[src/logic/zxuno_consts.svh]
`ifndef ZXUNO_CONSTS_SVH
`define ZXUNO_CONSTS_SVH

// ------------------------------------------------------------
// Indexed register port pair
// ------------------------------------------------------------
`define ZX_ADDR_PORT    16'hFC3B
`define ZX_DATA_PORT    16'hFD3B

// Register numbers behind FD3B
`define ZX_REG_DEVOPT   8'h0E
`define ZX_REG_SCRATCH  8'hFE
`define ZX_REG_COREID   8'hFF

// Core id string length, terminator included
`define ZX_COREID_LEN   8

// Register reset values
`define ZX_SCRATCH_RST  8'h00
`define ZX_DEVOPT_RST   8'h00

// Floating data bus
`define ZX_BUS_IDLE     8'hFF

`endif

[src/logic/zxuno_bus_pkg.sv]
package zxuno_bus_pkg;

  // ------------------------------------------------------------
  // Z80 bus types
  // ------------------------------------------------------------

  // Full 16-bit I/O or memory address
  typedef logic [15:0] cpu_addr_t;

  // One byte on the data bus, either direction
  typedef logic [7:0] cpu_data_t;

  // Register number latched through FC3B
  typedef logic [7:0] zxreg_num_t;

endpackage

[src/logic/zxuno_cfg_pkg.sv]
package zxuno_cfg_pkg;

  // ------------------------------------------------------------
  // Configuration register types
  // ------------------------------------------------------------

  // Device options byte
  // Only disable_ay steers logic, the rest is plain storage
  typedef struct packed {
    logic [6:0] reserved_opts;
    logic       disable_ay;
  } devopt_t;

  // Character position inside the core id string
  typedef logic [2:0] coreid_idx_t;

endpackage

[src/logic/zxuno_regaddr.sv]
`timescale 1ns/1ns
`include "zxuno_consts.svh"

module zxuno_regaddr (
  input  logic                     sysclk,
  input  logic                     rst_n,
  input  zxuno_bus_pkg::cpu_addr_t cpu_addr,
  input  zxuno_bus_pkg::cpu_data_t cpu_dout,
  input  logic                     iorq_n,
  input  logic                     rd_n,
  input  logic                     wr_n,
  output zxuno_bus_pkg::zxreg_num_t reg_num,
  output logic                     reg_rd,
  output logic                     reg_wr,
  output logic                     reg_num_changed,
  output logic                     addr_oe
);

  logic addr_sel;
  logic data_sel;
  logic addr_wr;
  logic data_wr;
  logic addr_wr_q;
  logic data_wr_q;

  // ------------------------------------------------------------
  // Port decode
  // ------------------------------------------------------------
  assign addr_sel = (cpu_addr == `ZX_ADDR_PORT);
  assign data_sel = (cpu_addr == `ZX_DATA_PORT);

  assign addr_wr = !iorq_n && !wr_n && addr_sel;
  assign data_wr = !iorq_n && !wr_n && data_sel;

  // Reads are plain levels for the whole bus cycle
  assign addr_oe = !iorq_n && !rd_n && addr_sel;
  assign reg_rd  = !iorq_n && !rd_n && data_sel;

  // Previous strobe state for edge detection
  always_ff @(posedge sysclk or negedge rst_n) begin
    if (!rst_n) begin
      addr_wr_q <= 1'b0;
      data_wr_q <= 1'b0;
    end else begin
      addr_wr_q <= addr_wr;
      data_wr_q <= data_wr;
    end
  end

  // ------------------------------------------------------------
  // Register number latch
  // ------------------------------------------------------------
  always_ff @(posedge sysclk or negedge rst_n) begin
    if (!rst_n) begin
      reg_num         <= '0;
      reg_num_changed <= 1'b0;
    end else begin
      reg_num_changed <= 1'b0;
      // Only the first edge of a write cycle loads
      if (addr_wr && !addr_wr_q) begin
        reg_num         <= cpu_dout;
        reg_num_changed <= 1'b1;
      end
    end
  end

  // One write strobe per FD3B cycle, however long it lasts
  always_ff @(posedge sysclk or negedge rst_n) begin
    if (!rst_n) begin
      reg_wr <= 1'b0;
    end else begin
      reg_wr <= data_wr && !data_wr_q;
    end
  end

endmodule

[src/logic/zxuno_cfg_reg.sv]
`timescale 1ns/1ns

module zxuno_cfg_reg #(
  parameter type                        payload_t = zxuno_bus_pkg::cpu_data_t,
  parameter zxuno_bus_pkg::zxreg_num_t  REG_NUM   = 8'h00
) (
  input  logic                      sysclk,
  input  logic                      rst_n,
  input  zxuno_bus_pkg::zxreg_num_t reg_num,
  input  logic                      reg_rd,
  input  logic                      reg_wr,
  input  zxuno_bus_pkg::cpu_data_t  cpu_dout,
  output payload_t                  value,
  output zxuno_bus_pkg::cpu_data_t  rd_data,
  output logic                      oe
);

  logic hit;

  // Selected through FC3B
  assign hit = (reg_num == REG_NUM);

  // ------------------------------------------------------------
  // Storage
  // ------------------------------------------------------------
  always_ff @(posedge sysclk or negedge rst_n) begin
    if (!rst_n) begin
      value <= '0;
    end else if (reg_wr && hit) begin
      value <= payload_t'(cpu_dout);
    end
  end

  // ------------------------------------------------------------
  // Read back, all bits as stored
  // ------------------------------------------------------------
  assign rd_data = zxuno_bus_pkg::cpu_data_t'(value);
  assign oe      = reg_rd && hit;

endmodule

[src/logic/coreid_rom.sv]
`timescale 1ns/1ns
`include "zxuno_consts.svh"

module coreid_rom (
  input  logic                      sysclk,
  input  logic                      rst_n,
  input  zxuno_bus_pkg::zxreg_num_t reg_num,
  input  logic                      reg_rd,
  input  logic                      reg_num_changed,
  output zxuno_bus_pkg::cpu_data_t  rd_data,
  output logic                      oe
);

  localparam zxuno_cfg_pkg::coreid_idx_t LAST_IDX =
    zxuno_cfg_pkg::coreid_idx_t'(`ZX_COREID_LEN - 1);

  zxuno_cfg_pkg::coreid_idx_t idx;
  logic                       rd_hit;
  logic                       rd_hit_q;

  assign rd_hit = reg_rd && (reg_num == `ZX_REG_COREID);
  assign oe     = rd_hit;

  // ------------------------------------------------------------
  // String "ZXIO-01" and its terminator
  // ------------------------------------------------------------
  always_comb begin
    case (idx)
      3'd0:    rd_data = "Z";
      3'd1:    rd_data = "X";
      3'd2:    rd_data = "I";
      3'd3:    rd_data = "O";
      3'd4:    rd_data = "-";
      3'd5:    rd_data = "0";
      3'd6:    rd_data = "1";
      default: rd_data = 8'h00;
    endcase
  end

  // ------------------------------------------------------------
  // Index moves on when a read of FF ends
  // ------------------------------------------------------------
  always_ff @(posedge sysclk or negedge rst_n) begin
    if (!rst_n) begin
      idx      <= '0;
      rd_hit_q <= 1'b0;
    end else begin
      rd_hit_q <= rd_hit;
      if (reg_num_changed) begin
        // New register number restarts the string
        idx <= '0;
      end else if (rd_hit_q && !rd_hit) begin
        if (idx == LAST_IDX) begin
          idx <= '0;
        end else begin
          idx <= idx + 3'd1;
        end
      end
    end
  end

endmodule

[src/logic/ay_bus_ctrl.sv]
`timescale 1ns/1ns

module ay_bus_ctrl (
  input  zxuno_bus_pkg::cpu_addr_t cpu_addr,
  input  logic                     iorq_n,
  input  logic                     rd_n,
  input  logic                     wr_n,
  input  logic                     disable_ay,
  output logic                     bdir,
  output logic                     bc1
);

  // ------------------------------------------------------------
  // AY bus modes, BC2 tied high outside
  //   bdir bc1  mode
  //    0    0   inactive
  //    0    1   read       rd FFFD, rd F6
  //    1    0   write      wr BFFD, wr F6
  //    1    1   latch      wr FFFD, wr F5
  // ------------------------------------------------------------

  logic port_bffd;
  logic port_fffd;
  logic port_f5;
  logic port_f6;
  logic io_wr;
  logic io_rd;

  // Partial decode as on the original Spectrum 128
  assign port_bffd = cpu_addr[15] && (cpu_addr[1:0] == 2'b01);
  assign port_fffd = cpu_addr[15] && cpu_addr[14] && (cpu_addr[1:0] == 2'b01);

  // Timex ports, low byte only
  assign port_f5 = (cpu_addr[7:0] == 8'hF5);
  assign port_f6 = (cpu_addr[7:0] == 8'hF6);

  // Chip disabled looks like no I/O at all
  assign io_wr = !iorq_n && !wr_n && !disable_ay;
  assign io_rd = !iorq_n && !rd_n && !disable_ay;

  assign bdir = io_wr && (port_bffd || port_fffd || port_f5 || port_f6);
  assign bc1  = (io_wr && (port_fffd || port_f5)) || (io_rd && (port_fffd || port_f6));

endmodule

[src/logic/zxuno_io_top.sv]
`timescale 1ns/1ns
`include "zxuno_consts.svh"

module zxuno_io_top (
  input  logic                     sysclk,
  input  logic                     rst_n,
  input  zxuno_bus_pkg::cpu_addr_t cpu_addr,
  input  zxuno_bus_pkg::cpu_data_t cpu_dout,
  input  logic                     iorq_n,
  input  logic                     rd_n,
  input  logic                     wr_n,
  input  logic                     m1_n,
  output zxuno_bus_pkg::cpu_data_t cpu_din,
  output logic                     bdir,
  output logic                     bc1
);

  // Register address port
  zxuno_bus_pkg::zxreg_num_t reg_num;
  logic                      reg_rd;
  logic                      reg_wr;
  logic                      reg_num_changed;
  logic                      addr_oe;

  // Register read paths
  zxuno_bus_pkg::cpu_data_t  scratch_data;
  logic                      scratch_oe;
  zxuno_bus_pkg::cpu_data_t  devopt_data;
  logic                      devopt_oe;
  zxuno_cfg_pkg::devopt_t    devopt;
  zxuno_bus_pkg::cpu_data_t  coreid_data;
  logic                      coreid_oe;

  // Interrupt acknowledge puts FF on the bus
  logic                      int_ack;

  assign int_ack = !iorq_n && !m1_n;

  // ------------------------------------------------------------
  // CPU data input, highest priority first
  // ------------------------------------------------------------
  always_comb begin
    case (1'b1)
      int_ack:    cpu_din = 8'hFF;
      addr_oe:    cpu_din = reg_num;
      coreid_oe:  cpu_din = coreid_data;
      devopt_oe:  cpu_din = devopt_data;
      scratch_oe: cpu_din = scratch_data;
      default:    cpu_din = `ZX_BUS_IDLE;
    endcase
  end

  zxuno_regaddr zxuno_regaddr_i (
    .sysclk          (sysclk         ),
    .rst_n           (rst_n          ),
    .cpu_addr        (cpu_addr       ),
    .cpu_dout        (cpu_dout       ),
    .iorq_n          (iorq_n         ),
    .rd_n            (rd_n           ),
    .wr_n            (wr_n           ),
    .reg_num         (reg_num        ),
    .reg_rd          (reg_rd         ),
    .reg_wr          (reg_wr         ),
    .reg_num_changed (reg_num_changed),
    .addr_oe         (addr_oe        )
  );

  zxuno_cfg_reg #(
    .payload_t (zxuno_bus_pkg::cpu_data_t),
    .REG_NUM   (`ZX_REG_SCRATCH          )
  ) scratch_i (
    .sysclk   (sysclk      ),
    .rst_n    (rst_n       ),
    .reg_num  (reg_num     ),
    .reg_rd   (reg_rd      ),
    .reg_wr   (reg_wr      ),
    .cpu_dout (cpu_dout    ),
    .value    (            ),
    .rd_data  (scratch_data),
    .oe       (scratch_oe  )
  );

  zxuno_cfg_reg #(
    .payload_t (zxuno_cfg_pkg::devopt_t),
    .REG_NUM   (`ZX_REG_DEVOPT         )
  ) devopt_i (
    .sysclk   (sysclk     ),
    .rst_n    (rst_n      ),
    .reg_num  (reg_num    ),
    .reg_rd   (reg_rd     ),
    .reg_wr   (reg_wr     ),
    .cpu_dout (cpu_dout   ),
    .value    (devopt     ),
    .rd_data  (devopt_data),
    .oe       (devopt_oe  )
  );

  coreid_rom coreid_rom_i (
    .sysclk          (sysclk         ),
    .rst_n           (rst_n          ),
    .reg_num         (reg_num        ),
    .reg_rd          (reg_rd         ),
    .reg_num_changed (reg_num_changed),
    .rd_data         (coreid_data    ),
    .oe              (coreid_oe      )
  );

  // External AY, steered by the device options
  ay_bus_ctrl ay_bus_ctrl_i (
    .cpu_addr   (cpu_addr         ),
    .iorq_n     (iorq_n           ),
    .rd_n       (rd_n             ),
    .wr_n       (wr_n             ),
    .disable_ay (devopt.disable_ay),
    .bdir       (bdir             ),
    .bc1        (bc1              )
  );

endmodule

[config.mk]
export PLATFORM = sky130hd
export DESIGN_NAME = zxuno_io_top
export DESIGN_NICKNAME = d
export VERILOG_FILES = /design/src/logic/zxuno_bus_pkg.sv /design/src/logic/zxuno_cfg_pkg.sv /design/src/logic/zxuno_regaddr.sv /design/src/logic/zxuno_cfg_reg.sv /design/src/logic/coreid_rom.sv /design/src/logic/ay_bus_ctrl.sv /design/src/logic/zxuno_io_top.sv
export VERILOG_INCLUDE_DIRS = /design/src /design/src/logic
export SDC_FILE = /design/constraint.sdc
export NUM_CORES = 1
export LEC_CHECK = 0
export ABC_AREA = 1
export BUFFER_PORTS_ARGS = -buffer_cell sky130_fd_sc_hd__buf_2
export CORE_ASPECT_RATIO = 1.25
export CORE_MARGIN = 1
export CORE_UTILIZATION = 59
export DETAILED_ROUTE_END_ITERATION = 6
export PLACE_DENSITY_LB_ADDON = 0.25
export SYNTH_ARGS = -nofsm -noshare
export SYNTH_HDL_FRONTEND = slang
export SYNTH_SLANG_ARGS = --single-unit
export TNS_END_PERCENT = 30
[constraint.sdc]
create_clock -name sysclk -period 3.51 [get_ports sysclk]
set_input_delay 0.5265 -clock sysclk [delete_from_list [all_inputs] [get_ports sysclk]]
set_output_delay 0.5265 -clock sysclk [all_outputs]
set_load 0.005 [all_outputs]
==> run_results.csv <==
group,metric,value,unit
global_route,grt_max_degree,33,
logic_synthesis,synth_warnings,0,
critical_path,path_max_fanout,15,
place,place_hpwl,3230,um
cts,cts_resized,0,
pwr,power_density,322.8,nW/um2
floorplanning,fp.dieW,53.38,um
critical_path,critical_path_required,2.98,ns
logic_synthesis,syn-cell-area,1947,um2
run,max_cap_viol_count,0,
cells_and_area,fin_util,0.7459,
routing,antenna_left,0,
timing,finalHoldViolations,0,
routing,viasPerCell,5.358,
min_path,hold_class,"input pin to async pin",
global_route,grt_pass1_wl,7245,um
timing,min_period,2.592,ns
logic_synthesis,synth_top_area_share,0.4113,
routing,drt-total-wl,4288,um
logic_synthesis,avgSynthCellArea,7.431,um2
cells_and_area,post_route_cells_drive_above_1_share,0.2393,
cts,cts.sinks,32,
cts,cts_made_buffers,5,
logic_synthesis,synth_edf_count,0,
timing,max_slew_margin,0.5336,
timing,tns,0,ns
place,port_buffers,39,
logic_synthesis,syn-num-nets,298,
logic_synthesis,synth-xor-area-share,0,
logic_synthesis,yosysTopAreaCell,"dfrtp_1",
cells_and_area,diodes,0,
place,dp_cells,333,
global_route,overflow,0,
cts,clk_latency,0.34,ns
logic_synthesis,async_reset_ff_frac,1.000,
logic_synthesis,synth_fa_ha_area_frac,0.03856,
logic_synthesis,synth_top_family_by_area,"simple AND/OR/NAND/NOR gates",
critical_path,ff2ff_path_depth,4,
timing,tightest_slew,0.6995,ns
routing,vias,1827,
logic_synthesis,synth_area_leaders,"dfrtp_1 (41%), nand2_1 (13%), inv_1 (7.9%), o21ai_1 (6.9%), ha_1 (3.9%)",
critical_path,r2r-end,"devopt_i.rd_data[6]$_DFFE_PN0P_",
timing,fmax,0.3858,GHz
cts,max-clock-path-buffers,2,
cts,cts_setup_buffers,0,
floorplanning,dieArea,3535,um2
floorplanning,io_pins,40,
global_route,grt_antenna_before_repair,0,
logic_synthesis,synth_ff_type,"dfrtp_1",
timing,fin_crit_sh,0.7385,
floorplanning,start_util,0.6430,
cts,cts_max_level,2,
logic_synthesis,synth.mux.area_fraction,0,
cells_and_area,area_delta_synth_final,16.00,%
cells_and_area,nets,340,
floorplanning,rows,22,
routing,drcViolationCount,0,
pwr,p_leak,1.244,nW
timing,finClkSkew,0.01244,ns
critical_path,r2r_start,"zxuno_regaddr_i.reg_num[5]$_DFFE_PN0P_",
cts,clkSlewWorstSetupHoldPaths,0.11,ns
routing,drt_iter0_drc,80,
timing,drv_slew,0,
pwr,vdd_drop_max,0.2319,mV
global_route,grt_pass1_vias,1673,
cells_and_area,final_cells,341,
timing,rsz0062_at_grt,"no",
place,gp_congestion,0.8172,
logic_synthesis,synthDistinctLibCells,27,
floorplanning,core,3028,um2
cts,cts_tree,"done",
outcome,status,"finished clean",
timing,setup_violations,0,
critical_path,crit_type,"input pin to output pin",
routing,drtPass1Iterations,4,
floorplanning,die_h,66.23,um
critical_path,crit_path_start,"iorq_n",
critical_path,arrival,2.07,ns
cts,cts_root_buf,"clkbuf_4",
critical_path,end_kind,"output pin",
timing,worst_hold_slack,0.2174,ns
routing,wl_per_cell,12.57,um
critical_path,r2r_slack,1.62,ns
logic_synthesis,synth_seq_cells,32,
logic_synthesis,netlist_instances,262,
critical_path,start_kind,"input pin",
global_route,track_usage,0.2934,
logic_synthesis,yosys.area_share.simple,0.2783,
logic_synthesis,seq_area_frac_synth,0.4113,
cts,cts_hold_buf,0,
logic_synthesis,synth_compound_area_frac,0.1684,
layout by cell type (no fill, tap or decap), drive strengths merged:
cell type,n
nor2,23
nand4,6
clkinv,2
ha,6
a21oi,1
a31oi,8
nor4,1
inv,45
nand2,72
clkbuf,7
o21ai,47
buf,39
dfrtp,32
nor3,4
bufinv,1
o211ai,1
nand3,10
metal layers:
layer	share of wire	routed length, um	track usage	vias up
met4	0.025	108	0.1480	0
li1	-	-	-	924
met1	0.40	1721	0.3537	826
met5	0	0	0	-
met3	0.067	287	0.07356	10
met2	0.51	2170	0.4734	67
registers in the layout, indices dropped and copies added, names as in the netlist:
| register | count |
|---|---|
| devopt_i.rd_data | 8 |
| scratch_i.rd_data | 8 |
| zxuno_regaddr_i.reg_num | 8 |
| coreid_rom_i.idx | 3 |
| coreid_rom_i.rd_hit_q | 1 |
| zxuno_regaddr_i.addr_wr_q | 1 |
| zxuno_regaddr_i.data_wr_q | 1 |
| zxuno_regaddr_i.reg_num_changed | 1 |
| zxuno_regaddr_i.reg_wr | 1 |
how the worst max path moves through the flow:
stage / end / slack [ns]
after floorplan: cpu_din[0] / 1.55
after global placement: cpu_din[0] / 1.01
after global routing: cpu_din[3] / 0.74
after CTS: cpu_din[3] / 0.94
final: cpu_din[0] / 0.92
after detailed placement: cpu_din[1] / 0.97
per-stage QoR:
| step | setup WS [ns] | cell area [um2] | power (mW) |
|---|---|---|---|
| 4_1_cts | 0.9411 | 2258 | 0.7352 |
| 6_report | 0.9179 | 2258 | 0.7290 |
| 5_1_grt | 0.7434 | 2258 | 0.7587 |
| 3_3_place_gp | 1.011 | 2163 | 0.4211 |
| 2_1_floorplan | 1.546 | 1947 | 0.3942 |
| 3_5_place_dp | 0.9712 | 2163 | 0.4218 |
report_power, final:
part	leakage (nW)	internal (mW)	switching, mW
combinational	0.829	0.0171	0.0285
clock	0.0515	0.189	0.126
sequential	0.364	0.368	0.0000191
area by class of cell:
cell class | instances | area [um2]
Fill cell | 253 | 769.5
Sequential cell | 32 | 800.8
Timing Repair Buffer | 39 | 195.2
Multi-Input combinational cell | 179 | 944.7
Tap cell | 36 | 45.04
Clock inverter | 1 | 30.03
Clock buffer | 7 | 65.06
Inverter | 47 | 177.7
worst max-delay path, cell delays in order:
cell	delay, ns
buf_2	0.12
nor2_2	0.50
nand3_1	0.36
o21ai_0	0.33
o21ai_1	0.09
buf_2	0.13
synth_stat cells (2+ instances only):
cell and n:
dfrtp_1 32, o21ai_1 27, ha_1 6, nor3_1 4, o21ai_2 8, inv_2 4, nand2_1 66, nand2_2 5
inv_1 41, nor2_4 2, o21ai_0 12, a31oi_1 8, nor2_2 3, clkbuf_1 2, nand3_1 9, nand4_1 6
nor2_1 17
logic make-up (layout without fill, tap and decap cells):
family,Yosys count,in the layout
AND/OR/NAND/NOR,116,116
buffers and inverters,51,94
adder cells (fa/ha/maj),6,6
flip-flops,32,32
AO/OA/AOI/OAI,57,57
(Power assumes the default switching activity.)
